<file path="config.mk">
export PLATFORM = sky130hd
export DESIGN_NAME = bcv_tile_engine
export DESIGN_NICKNAME = d
export VERILOG_FILES = /design/src/hw/bcv_pkg.sv /design/src/hw/bcv_tile_engine.sv /design/src/hw/block_accumulator.sv /design/src/hw/nv_dot_unit.sv /design/src/hw/nv_pingpong_buffer.sv /design/src/hw/bcv_loop_counter.sv /design/src/hw/bcv_sequencer.sv
export SDC_FILE = /design/constraint.sdc
export NUM_CORES = 2
export LEC_CHECK = 0
export BUFFER_PORTS_ARGS = -buffer_cell sky130_fd_sc_hd__buf_2
export CORE_MARGIN = 4
export CORE_UTILIZATION = 69
export DETAILED_ROUTE_END_ITERATION = 8
export PLACE_DENSITY = 0.95
export SLEW_MARGIN = 20
export SYNTH_ARGS = -nofsm -noshare
export SYNTH_HDL_FRONTEND = slang
export SYNTH_SLANG_ARGS = --single-unit
</file>
<file path="constraint.sdc">
create_clock -name i_clk -period 14.27 [get_ports i_clk]
set_clock_uncertainty 0.1 [all_clocks]
set_input_delay 0.7135 -clock i_clk [delete_from_list [all_inputs] [get_ports i_clk]]
set_output_delay 0.7135 -clock i_clk [all_outputs]
set_load 0.005 [all_outputs]
</file>
<file path="src/hw/bcv_pkg.sv">
package bcv_pkg;

    // ====================
    // Widths
    // ====================

    // Tile dimension or loop index, 1 to 15
    typedef logic [3:0] dim_t;
    // Flat iteration count, up to B*C*V
    typedef logic [11:0] flat_t;
    // NV index into tile memory
    typedef logic [6:0] nv_addr_t;
    // Signed block exponent
    typedef logic signed [7:0] nv_exp_t;
    // Signed dot or accumulated mantissa
    typedef logic signed [31:0] acc_man_t;
    // One signed lane mantissa
    typedef logic signed [7:0] lane_man_t;

    // ====================
    // FSM states
    // ====================

    typedef enum logic [1:0] {
        COMP_IDLE,
        COMP_NV,
        COMP_ACCUM,
        COMP_DONE
    } comp_state_t;

    typedef enum logic [0:0] {
        FILL_IDLE,
        FILL_ACTIVE
    } fill_state_t;

    // Fixed compute window per iteration
    localparam int unsigned COMP_NV_CYCLES = 4;
    // Alignment shift that flushes a mantissa to zero
    localparam int unsigned MAX_SHIFT = 32;

endpackage
</file>
<file path="src/hw/bcv_tile_engine.sv">
`timescale 1ns/1ns

module bcv_tile_engine #(
    parameter int NV_LANES = 4
) (
    input  logic                  i_clk,
    input  logic                  i_reset_n,
    input  logic                  i_tile_en,
    input  bcv_pkg::dim_t         i_dim_b,
    input  bcv_pkg::dim_t         i_dim_c,
    input  bcv_pkg::dim_t         i_dim_v,
    input  bcv_pkg::nv_addr_t     i_left_base,
    input  bcv_pkg::nv_addr_t     i_right_base,
    input  bcv_pkg::nv_exp_t      i_left_exp,
    input  logic [NV_LANES*8-1:0] i_left_man,
    input  bcv_pkg::nv_exp_t      i_right_exp,
    input  logic [NV_LANES*8-1:0] i_right_man,
    output bcv_pkg::nv_addr_t     o_left_rd_idx,
    output bcv_pkg::nv_addr_t     o_right_rd_idx,
    output bcv_pkg::acc_man_t     o_result_man,
    output bcv_pkg::nv_exp_t      o_result_exp,
    output logic                  o_result_valid,
    output logic                  o_tile_done
);

    // Sequencer strobes
    logic start;
    logic fill_step;
    logic comp_step;
    logic fill_load;
    logic fill_sel;
    logic comp_take;
    logic comp_sel;
    logic dot_valid;
    logic accum_en;
    // Counter flags
    logic fill_avail;
    logic last_iter;
    logic v_first;
    logic v_last;
    logic ping_ready;
    logic pong_ready;
    // Selected NV pair and its dot product
    bcv_pkg::nv_exp_t      buf_left_exp;
    bcv_pkg::nv_exp_t      buf_right_exp;
    logic [NV_LANES*8-1:0] buf_left_man;
    logic [NV_LANES*8-1:0] buf_right_man;
    bcv_pkg::acc_man_t     dot_man;
    bcv_pkg::nv_exp_t      dot_exp;

    bcv_sequencer bcv_sequencer_i (
        .i_clk        (i_clk),
        .i_reset_n    (i_reset_n),
        .i_tile_en    (i_tile_en),
        .i_fill_avail (fill_avail),
        .i_last_iter  (last_iter),
        .i_ping_ready (ping_ready),
        .i_pong_ready (pong_ready),
        .o_start      (start),
        .o_fill_step  (fill_step),
        .o_comp_step  (comp_step),
        .o_fill_load  (fill_load),
        .o_fill_sel   (fill_sel),
        .o_comp_take  (comp_take),
        .o_comp_sel   (comp_sel),
        .o_dot_valid  (dot_valid),
        .o_accum_en   (accum_en),
        .o_tile_done  (o_tile_done)
    );

    bcv_loop_counter bcv_loop_counter_i (
        .i_clk          (i_clk),
        .i_reset_n      (i_reset_n),
        .i_start        (start),
        .i_fill_step    (fill_step),
        .i_comp_step    (comp_step),
        .i_dim_b        (i_dim_b),
        .i_dim_c        (i_dim_c),
        .i_dim_v        (i_dim_v),
        .i_left_base    (i_left_base),
        .i_right_base   (i_right_base),
        .o_fill_avail   (fill_avail),
        .o_last_iter    (last_iter),
        .o_v_first      (v_first),
        .o_v_last       (v_last),
        .o_left_rd_idx  (o_left_rd_idx),
        .o_right_rd_idx (o_right_rd_idx)
    );

    nv_pingpong_buffer #(
        .NV_LANES (NV_LANES)
    ) nv_pingpong_buffer_i (
        .i_clk        (i_clk),
        .i_reset_n    (i_reset_n),
        .i_start      (start),
        .i_fill_load  (fill_load),
        .i_fill_sel   (fill_sel),
        .i_comp_take  (comp_take),
        .i_comp_sel   (comp_sel),
        .i_left_exp   (i_left_exp),
        .i_left_man   (i_left_man),
        .i_right_exp  (i_right_exp),
        .i_right_man  (i_right_man),
        .o_ping_ready (ping_ready),
        .o_pong_ready (pong_ready),
        .o_left_exp   (buf_left_exp),
        .o_left_man   (buf_left_man),
        .o_right_exp  (buf_right_exp),
        .o_right_man  (buf_right_man)
    );

    nv_dot_unit #(
        .NV_LANES (NV_LANES)
    ) nv_dot_unit_i (
        .i_clk       (i_clk),
        .i_reset_n   (i_reset_n),
        .i_valid     (dot_valid),
        .i_left_exp  (buf_left_exp),
        .i_left_man  (buf_left_man),
        .i_right_exp (buf_right_exp),
        .i_right_man (buf_right_man),
        .o_dot_man   (dot_man),
        .o_dot_exp   (dot_exp)
    );

    block_accumulator block_accumulator_i (
        .i_clk          (i_clk),
        .i_reset_n      (i_reset_n),
        .i_accum_en     (accum_en),
        .i_v_first      (v_first),
        .i_v_last       (v_last),
        .i_dot_man      (dot_man),
        .i_dot_exp      (dot_exp),
        .o_result_man   (o_result_man),
        .o_result_exp   (o_result_exp),
        .o_result_valid (o_result_valid)
    );

endmodule

</file>
<file path="src/hw/block_accumulator.sv">
`timescale 1ns/1ns

module block_accumulator (
    input  logic              i_clk,
    input  logic              i_reset_n,
    input  logic              i_accum_en,
    input  logic              i_v_first,
    input  logic              i_v_last,
    input  bcv_pkg::acc_man_t i_dot_man,
    input  bcv_pkg::nv_exp_t  i_dot_exp,
    output bcv_pkg::acc_man_t o_result_man,
    output bcv_pkg::nv_exp_t  o_result_exp,
    output logic              o_result_valid
);

    bcv_pkg::acc_man_t acc_man_q;
    bcv_pkg::nv_exp_t  acc_exp_q;
    bcv_pkg::nv_exp_t  max_exp;
    logic [7:0]        diff_acc;
    logic [7:0]        diff_dot;
    bcv_pkg::acc_man_t sum_man;
    bcv_pkg::nv_exp_t  sum_exp;

    // Arithmetic right shift, flush once the shift reaches MAX_SHIFT
    function automatic bcv_pkg::acc_man_t align(input bcv_pkg::acc_man_t man,
                                                input logic [7:0] shift);
        if (shift >= bcv_pkg::MAX_SHIFT) begin
            return '0;
        end
        return man >>> shift;
    endfunction

    always_comb begin
        max_exp  = (acc_exp_q > i_dot_exp) ? acc_exp_q : i_dot_exp;
        // Differences are never negative, 0 to 255
        diff_acc = 8'(max_exp - acc_exp_q);
        diff_dot = 8'(max_exp - i_dot_exp);
        if (i_v_first) begin
            sum_man = i_dot_man;
            sum_exp = i_dot_exp;
        end else begin
            sum_man = align(acc_man_q, diff_acc) + align(i_dot_man, diff_dot);
            sum_exp = max_exp;
        end
    end

    always_ff @(posedge i_clk) begin
        if (i_accum_en) begin
            acc_man_q <= sum_man;
            acc_exp_q <= sum_exp;
            // Held until the next (b, c) finishes
            if (i_v_last) begin
                o_result_man <= sum_man;
                o_result_exp <= sum_exp;
            end
        end
    end

    always_ff @(posedge i_clk or negedge i_reset_n) begin
        if (!i_reset_n) begin
            o_result_valid <= 1'b0;
        end else begin
            o_result_valid <= i_accum_en && i_v_last;
        end
    end

endmodule

</file>
<file path="src/hw/nv_dot_unit.sv">
`timescale 1ns/1ns

module nv_dot_unit #(
    parameter int NV_LANES = 4
) (
    input  logic                  i_clk,
    input  logic                  i_reset_n,
    input  logic                  i_valid,
    input  bcv_pkg::nv_exp_t      i_left_exp,
    input  logic [NV_LANES*8-1:0] i_left_man,
    input  bcv_pkg::nv_exp_t      i_right_exp,
    input  logic [NV_LANES*8-1:0] i_right_man,
    output bcv_pkg::acc_man_t     o_dot_man,
    output bcv_pkg::nv_exp_t      o_dot_exp
);

    logic signed [15:0] prod_d [NV_LANES];
    logic signed [15:0] prod_q [NV_LANES];
    bcv_pkg::nv_exp_t   exp_q;
    bcv_pkg::acc_man_t  prod_sum;
    logic               valid_q;

    // Signed 8x8 product per lane
    always_comb begin
        for (int i = 0; i < NV_LANES; i++) begin
            prod_d[i] = bcv_pkg::lane_man_t'(i_left_man[i*8 +: 8])
                        * bcv_pkg::lane_man_t'(i_right_man[i*8 +: 8]);
        end
    end

    // Sign-extended lane sum
    always_comb begin
        prod_sum = '0;
        for (int i = 0; i < NV_LANES; i++) begin
            prod_sum = prod_sum + bcv_pkg::acc_man_t'(prod_q[i]);
        end
    end

    always_ff @(posedge i_clk or negedge i_reset_n) begin
        if (!i_reset_n) begin
            valid_q <= 1'b0;
        end else begin
            valid_q <= i_valid;
        end
    end

    // Stage 1 on i_valid, stage 2 one cycle later
    always_ff @(posedge i_clk) begin
        if (i_valid) begin
            prod_q <= prod_d;
            // Exponent sum wraps at 8 bits
            exp_q  <= i_left_exp + i_right_exp;
        end
        if (valid_q) begin
            o_dot_man <= prod_sum;
            o_dot_exp <= exp_q;
        end
    end

endmodule

</file>
<file path="src/hw/nv_pingpong_buffer.sv">
`timescale 1ns/1ns

module nv_pingpong_buffer #(
    parameter int NV_LANES = 4
) (
    input  logic                  i_clk,
    input  logic                  i_reset_n,
    input  logic                  i_start,
    input  logic                  i_fill_load,
    input  logic                  i_fill_sel,
    input  logic                  i_comp_take,
    input  logic                  i_comp_sel,
    input  bcv_pkg::nv_exp_t      i_left_exp,
    input  logic [NV_LANES*8-1:0] i_left_man,
    input  bcv_pkg::nv_exp_t      i_right_exp,
    input  logic [NV_LANES*8-1:0] i_right_man,
    output logic                  o_ping_ready,
    output logic                  o_pong_ready,
    output bcv_pkg::nv_exp_t      o_left_exp,
    output logic [NV_LANES*8-1:0] o_left_man,
    output bcv_pkg::nv_exp_t      o_right_exp,
    output logic [NV_LANES*8-1:0] o_right_man
);

    // Index 0 is ping, 1 is pong
    bcv_pkg::nv_exp_t      left_exp_q  [2];
    bcv_pkg::nv_exp_t      right_exp_q [2];
    logic [NV_LANES*8-1:0] left_man_q  [2];
    logic [NV_LANES*8-1:0] right_man_q [2];
    logic [1:0]            ready_q;
    logic                  sel_q;
    logic                  rd_sel;

    always_ff @(posedge i_clk or negedge i_reset_n) begin
        if (!i_reset_n) begin
            ready_q <= 2'b00;
            sel_q   <= 1'b0;
        end else if (i_start) begin
            ready_q <= 2'b00;
        end else begin
            // Load and take never hit the same side
            if (i_fill_load) begin
                ready_q[i_fill_sel] <= 1'b1;
            end
            if (i_comp_take) begin
                ready_q[i_comp_sel] <= 1'b0;
                sel_q               <= i_comp_sel;
            end
        end
    end

    always_ff @(posedge i_clk) begin
        if (i_fill_load) begin
            left_exp_q[i_fill_sel]  <= i_left_exp;
            left_man_q[i_fill_sel]  <= i_left_man;
            right_exp_q[i_fill_sel] <= i_right_exp;
            right_man_q[i_fill_sel] <= i_right_man;
        end
    end

    // New selection shows already in the take cycle
    assign rd_sel       = i_comp_take ? i_comp_sel : sel_q;
    assign o_left_exp   = left_exp_q[rd_sel];
    assign o_left_man   = left_man_q[rd_sel];
    assign o_right_exp  = right_exp_q[rd_sel];
    assign o_right_man  = right_man_q[rd_sel];
    assign o_ping_ready = ready_q[0];
    assign o_pong_ready = ready_q[1];

endmodule

</file>
<file path="src/hw/bcv_loop_counter.sv">
`timescale 1ns/1ns

module bcv_loop_counter (
    input  logic              i_clk,
    input  logic              i_reset_n,
    input  logic              i_start,
    input  logic              i_fill_step,
    input  logic              i_comp_step,
    input  bcv_pkg::dim_t     i_dim_b,
    input  bcv_pkg::dim_t     i_dim_c,
    input  bcv_pkg::dim_t     i_dim_v,
    input  bcv_pkg::nv_addr_t i_left_base,
    input  bcv_pkg::nv_addr_t i_right_base,
    output logic              o_fill_avail,
    output logic              o_last_iter,
    output logic              o_v_first,
    output logic              o_v_last,
    output bcv_pkg::nv_addr_t o_left_rd_idx,
    output bcv_pkg::nv_addr_t o_right_rd_idx
);

    bcv_pkg::dim_t     dim_c_q;
    bcv_pkg::dim_t     dim_v_q;
    bcv_pkg::nv_addr_t left_base_q;
    bcv_pkg::nv_addr_t right_base_q;
    bcv_pkg::flat_t    total_q;

    // Flat cursors, fill b/c/v position and compute v
    bcv_pkg::flat_t fill_cnt;
    bcv_pkg::flat_t comp_cnt;
    bcv_pkg::dim_t  fill_b;
    bcv_pkg::dim_t  fill_c;
    bcv_pkg::dim_t  fill_v;
    bcv_pkg::dim_t  comp_v;

    logic [7:0] left_off;
    logic [7:0] right_off;

    // Next {b, c, v}, v carries into c, c carries into b
    function automatic logic [11:0] step_pos(input bcv_pkg::dim_t b, input bcv_pkg::dim_t c,
                                             input bcv_pkg::dim_t v);
        if (v != dim_v_q - 4'd1) begin
            return {b, c, v + 4'd1};
        end
        if (c != dim_c_q - 4'd1) begin
            return {b, c + 4'd1, 4'd0};
        end
        return {b + 4'd1, 8'd0};
    endfunction

    always_ff @(posedge i_clk or negedge i_reset_n) begin
        if (!i_reset_n) begin
            dim_c_q      <= '0;
            dim_v_q      <= '0;
            left_base_q  <= '0;
            right_base_q <= '0;
            total_q      <= '0;
            fill_cnt     <= '0;
            comp_cnt     <= '0;
            {fill_b, fill_c, fill_v} <= '0;
            comp_v       <= '0;
        end else if (i_start) begin
            // Capture the command, rewind both cursors
            dim_c_q      <= i_dim_c;
            dim_v_q      <= i_dim_v;
            left_base_q  <= i_left_base;
            right_base_q <= i_right_base;
            total_q      <= bcv_pkg::flat_t'(i_dim_b) * bcv_pkg::flat_t'(i_dim_c)
                            * bcv_pkg::flat_t'(i_dim_v);
            fill_cnt     <= '0;
            comp_cnt     <= '0;
            {fill_b, fill_c, fill_v} <= '0;
            comp_v       <= '0;
        end else begin
            if (i_fill_step) begin
                fill_cnt <= fill_cnt + 12'd1;
                {fill_b, fill_c, fill_v} <= step_pos(fill_b, fill_c, fill_v);
            end
            if (i_comp_step) begin
                comp_cnt <= comp_cnt + 12'd1;
                // Accumulator flags only look at v
                comp_v   <= (comp_v == dim_v_q - 4'd1) ? 4'd0 : comp_v + 4'd1;
            end
        end
    end

    // Fill stays below the total and at most one ahead of compute
    assign o_fill_avail = (fill_cnt < total_q) && (fill_cnt <= comp_cnt + 12'd1);
    assign o_last_iter  = comp_cnt == total_q - 12'd1;
    assign o_v_first    = comp_v == 4'd0;
    assign o_v_last     = comp_v == dim_v_q - 4'd1;

    // Offsets b*V + v and c*V + v, read index wraps at 128
    assign left_off       = 8'(fill_b) * 8'(dim_v_q) + 8'(fill_v);
    assign right_off      = 8'(fill_c) * 8'(dim_v_q) + 8'(fill_v);
    assign o_left_rd_idx  = left_base_q + left_off[6:0];
    assign o_right_rd_idx = right_base_q + right_off[6:0];

endmodule

</file>
<file path="src/hw/bcv_sequencer.sv">
`timescale 1ns/1ns

module bcv_sequencer (
    input  logic i_clk,
    input  logic i_reset_n,
    input  logic i_tile_en,
    input  logic i_fill_avail,
    input  logic i_last_iter,
    input  logic i_ping_ready,
    input  logic i_pong_ready,
    output logic o_start,
    output logic o_fill_step,
    output logic o_comp_step,
    output logic o_fill_load,
    output logic o_fill_sel,
    output logic o_comp_take,
    output logic o_comp_sel,
    output logic o_dot_valid,
    output logic o_accum_en,
    output logic o_tile_done
);

    localparam int NV_CNT_W = $clog2(bcv_pkg::COMP_NV_CYCLES);

    bcv_pkg::fill_state_t fill_state;
    bcv_pkg::fill_state_t fill_next;
    bcv_pkg::comp_state_t comp_state;
    bcv_pkg::comp_state_t comp_next;

    logic                tile_en_q;
    logic                tile_rise;
    // Edge cycle plus start cycle, old tile is being torn down
    logic                flush;
    logic                tile_complete;
    logic                fill_sel_q;
    logic [NV_CNT_W-1:0] nv_cnt;

    assign tile_rise = i_tile_en & ~tile_en_q;
    assign flush     = tile_rise | o_start;

    // ====================
    // Fill FSM
    // ====================
    always_comb begin
        fill_next = fill_state;
        if (flush) begin
            fill_next = bcv_pkg::FILL_IDLE;
        end else begin
            case (fill_state)
                // Need a free side and an allowed iteration
                bcv_pkg::FILL_IDLE: begin
                    if (i_fill_avail && !(i_ping_ready && i_pong_ready)) begin
                        fill_next = bcv_pkg::FILL_ACTIVE;
                    end
                end
                // Single-cycle load
                default: fill_next = bcv_pkg::FILL_IDLE;
            endcase
        end
    end

    // ====================
    // Compute FSM
    // ====================
    always_comb begin
        comp_next = comp_state;
        if (flush) begin
            comp_next = bcv_pkg::COMP_IDLE;
        end else begin
            case (comp_state)
                bcv_pkg::COMP_IDLE: begin
                    // No restart once the tile has finished
                    if ((i_ping_ready || i_pong_ready) && !tile_complete) begin
                        comp_next = bcv_pkg::COMP_NV;
                    end
                end
                bcv_pkg::COMP_NV: begin
                    if (nv_cnt == NV_CNT_W'(bcv_pkg::COMP_NV_CYCLES - 1)) begin
                        comp_next = bcv_pkg::COMP_ACCUM;
                    end
                end
                bcv_pkg::COMP_ACCUM: begin
                    comp_next = i_last_iter ? bcv_pkg::COMP_DONE : bcv_pkg::COMP_IDLE;
                end
                default: comp_next = bcv_pkg::COMP_IDLE;
            endcase
        end
    end

    always_ff @(posedge i_clk or negedge i_reset_n) begin
        if (!i_reset_n) begin
            tile_en_q     <= 1'b0;
            o_start       <= 1'b0;
            fill_state    <= bcv_pkg::FILL_IDLE;
            comp_state    <= bcv_pkg::COMP_IDLE;
            fill_sel_q    <= 1'b0;
            nv_cnt        <= '0;
            tile_complete <= 1'b0;
            o_tile_done   <= 1'b0;
        end else begin
            tile_en_q  <= i_tile_en;
            o_start    <= tile_rise;
            fill_state <= fill_next;
            comp_state <= comp_next;
            // Ping when free, otherwise pong
            if (fill_state == bcv_pkg::FILL_IDLE && fill_next == bcv_pkg::FILL_ACTIVE) begin
                fill_sel_q <= i_ping_ready;
            end
            // Window counter, wraps to zero after the last NV cycle
            if (comp_state == bcv_pkg::COMP_NV) begin
                nv_cnt <= nv_cnt + 1'b1;
            end else begin
                nv_cnt <= '0;
            end
            if (o_start) begin
                tile_complete <= 1'b0;
            end else if (comp_state == bcv_pkg::COMP_DONE) begin
                tile_complete <= 1'b1;
            end
            // Done one cycle after COMP_DONE, behind the last result
            o_tile_done <= !flush && comp_state == bcv_pkg::COMP_DONE;
        end
    end

    // ====================
    // Strobes
    // ====================
    assign o_fill_load = !flush && fill_state == bcv_pkg::FILL_ACTIVE;
    assign o_fill_step = o_fill_load;
    assign o_fill_sel  = fill_sel_q;

    // Take on the IDLE to NV transition, pong wins a tie
    assign o_comp_take = comp_state == bcv_pkg::COMP_IDLE && comp_next == bcv_pkg::COMP_NV;
    assign o_comp_sel  = i_pong_ready;

    assign o_dot_valid = !flush && comp_state == bcv_pkg::COMP_NV && nv_cnt == '0;
    assign o_accum_en  = !flush && comp_state == bcv_pkg::COMP_ACCUM;
    assign o_comp_step = o_accum_en;

endmodule

</file>
==> impl_metrics.ini <==
[synth]
ys_top_cells_by_area = edfxtp_1 (26%), fa_1 (14%), ha_1 (9.1%), dfrtp_1 (5.5%), inv_1 (4.6%)
synth-edff-count = 352
synth-seq-cells = 441
synth_top_area_share = 0.263
syn_inst = 4282
yosysTopAreaCell = edfxtp_1
ys_seq_area_frac = 0.319
avgSynthCellArea_sq_um = 9.37
async_reset_ff_frac = 0.202
ys.flop_type = edfxtp_1
yosysUniqueCellTypes = 95
yosysWarnings = 0
synth_nets = 4968
syn_area_sq_um = 40100

[worst_hold_path]
whs_endpoint = bcv_sequencer_i.tile_en_q$_DFF_PN0_
holdCritPathClass = in2reg
hold-path-cell-count = 1
worstHoldStart = i_tile_en

[critical_path]
cp.required_ns = 14.54
r2r_end = block_accumulator_i.acc_man_q[20]$_DFFE_PP_
critPathArrivalTime_ns = 8.96
timing.rr.start = block_accumulator_i.acc_exp_q[7]$_DFFE_PP_
cpMostUsedCell = a21oi_1
cp_max_fo = 18
slowest_delay_ns = 0.54
startpoint_type = register
r2r_setup_slack_ns = 5.57
rr_worst_depth = 26
worstSetupPathType = reg2reg
crit_path_top_delay_cell = o31ai_1
worstSetupEndpointType = register

[run]
maxCapViolCount = 0

[placed_design]
place_congestion = 0.996
dp_slack_ns = 5.92
port_buffers = 164
hpwlAfterDp_microns = 76000

[global_routing]
grt_max_degree = 120
grt_pass1_vias = 32576
antenna_found_initial = 5
grt_use_total = 0.329
grt_overflow = 0
grt_pass1_wl_microns = 169000

[clock_tree]
cts_root_buf = clkbuf_16
clkTransAtPathRegs_ns = 0.06
cts_resized = 0
cts_made_buffers = 48
cts_sinks = 441
clock_path_buffers = 3
cts_tree = done
worstSkewPairLatency_ns = 0.63
htreeDepth = 2

[final_layout]
layout_common_cells = inv_1 (495), nand2_1 (485), nand3_1 (367)
final-seq-area_sq_um = 12800
fillCellCount = 3816
multi_input_area_sq_um = 24600
layout_commonest_cell = inv_1
syn_to_final_growth_pct = 6.87
drive_gt1_frac = 0.0844
layout.nets = 4958

[drt]
wl_microns = 104000
wl_met1_microns = 38900
via_per_inst = 6.48
dr.pass1.iters = 8
drt_iter0_markers = 3801
route.met2.wl_microns = 49700
ant_nets = 0
met3_wirelength_microns = 10200
vias = 32894
wl_per_cell_microns = 20.4
drcViolationCount = 0
dr.max_layer_used = met5

[timing]
finalCriticalPeriod_ns = 8.70
tightestPinTransition_ns = 1.02
fmax_ghz = 0.115
slew_headroom = 0.305
drv_slew = 0
rsz0062_at_grt = no
setup_violations = 0
hold_viol = 0
holdWs_ns = 0.121
setup_tns_ns = 0
period_share = 0.609
worst_slack_ns = 5.57

[floorplanning]
io_pins = 165
die_area_sq_um = 62100
start_util = 0.696
num_rows = 88
core_sq_um = 57700
die_w_microns = 249
die_h_microns = 249

[status]
status = complete, no violations
==> layout make-up <==
type,count,area share
Antenna cell,1,0.0000583
Tap cell,765,0.0223
Clock inverter,30,0.00852
Inverter,498,0.0438
Clock buffer,60,0.0291
Multi-Input combinational cell,3088,0.573
Sequential cell,441,0.298
Timing Repair Buffer,195,0.0251
==> logic make-up (layout without fill, tap and decap cells) <==
group / count (synthesis) / after routing / synth area share
AND/OR/NAND/NOR: 1443 / 1443 / 0.173
adder cells (fa/ha/maj): 577 / 577 / 0.233
XOR/XNOR: 200 / 200 / 0.0438
other: 0 / 1 / 0
buffers and inverters: 753 / 783 / 0.0719
multiplexers: 152 / 152 / 0.0461
flip-flops: 441 / 441 / 0.319
AO/OA/AOI/OAI: 716 / 716 / 0.114
==> per-stage QoR <==
| stage | std cells | utilization | area [sq um] |
|---|---|---|---|
| 2_1_floorplan | 4282 | - | 40100 |
| 3_3_place_gp | 4985 | 0.715 | 41200 |
| 3_5_place_dp | 4985 | 0.715 | 41200 |
| 4_1_cts | 5076 | 0.743 | 42900 |
| 5_1_grt | 5077 | 0.743 | 42900 |
| 6_report | 5078 | 0.743 | 42900 |
==> cells in the mapped netlist, types with 8 or more instances <==
library cell    n
o211ai_1       21
xor2_1         60
buf_1          29
clkbuf_2       18
a21oi_1       185
a21boi_0       12
o21bai_1       23
dfrtp_1        89
a21o_1         48
nor2b_1        20
ha_1          293
nor3_1         44
xnor2_1       139
mux4_2         23
and3_1        101
nand2_1       485
and2_1         48
or3_1          20
o21a_1         13
inv_1         496
a311oi_1        8
nor4_1          9
nand2b_1       33
nand3b_1       53
a31oi_1        99
nand3_1       367
mux2_2         33
o31ai_1        11
or4_1           8
a211oi_1       46
o21ai_0       156
fa_1          284
a211o_1        10
edfxtp_1      352
nand4_1        19
clkbuf_1      189
buf_2          17
nor3b_1        13
mux2i_1        96
nor2_1        201
==> worst max-delay path: cells and delay by family, from the launching register on <==
kind / cells / cell delay [ns]
and+or+nand+nor: 4 / 1.01
adders and majority gates: 4 / 1.55
AOI/OAI and AO/OA: 18 / 5.30
DFF: 1 / 0.47
==> flip-flops by register name, indices dropped and copies added (netlist names), 12 cells and up <==
register                          flops
nv_dot_unit_i.prod_q                 64
nv_pingpong_buffer_i.left_man_q      64
nv_pingpong_buffer_i.right_man_q     64
block_accumulator_i.acc_man_q        32
block_accumulator_i.o_result_man     32
nv_dot_unit_i.o_dot_man              32
nv_pingpong_buffer_i.left_exp_q      16
nv_pingpong_buffer_i.right_exp_q     16
bcv_loop_counter_i.comp_cnt          12
bcv_loop_counter_i.fill_cnt          12
bcv_loop_counter_i.total_q           12
==> worst max-delay path by stage <==
stage | start | end | slack, ns
floorplan | block_accumulator_i.acc_exp_q[7]$_DFFE_PP_ | block_accumulator_i.acc_man_q[29]$_DFFE_PP_ | 7.09
global placement | block_accumulator_i.acc_exp_q[7]$_DFFE_PP_ | block_accumulator_i.acc_man_q[20]$_DFFE_PP_ | 6.09
detailed placement | block_accumulator_i.acc_exp_q[7]$_DFFE_PP_ | block_accumulator_i.o_result_man[20]$_DFFE_PP_ | 5.92
CTS | block_accumulator_i.acc_exp_q[7]$_DFFE_PP_ | block_accumulator_i.acc_man_q[20]$_DFFE_PP_ | 5.77
global route | block_accumulator_i.acc_exp_q[7]$_DFFE_PP_ | block_accumulator_i.o_result_man[20]$_DFFE_PP_ | 5.06
finish | block_accumulator_i.acc_exp_q[7]$_DFFE_PP_ | block_accumulator_i.acc_man_q[20]$_DFFE_PP_ | 5.57
==> per-layer routing <==
layer,vias up,global-route usage
met5,-,0
met4,6,0.128
met3,418,0.0547
met2,1994,0.553
met1,15677,0.431
li1,14799,-
==> repair_timing <==
| item | 4_1_cts | 5_1_grt |
|---|---|---|
| hold buffers | 1 | 0 |
| endpoints found under the hold margin | 13 | 0 |
| buffers inserted | 0 | 0 |
| setup endpoints to repair | 0 | 0 |
Power is left out: the tool's default activity adds up to more than one toggle a clock period on the data nets, which glitch-free logic cannot reach.
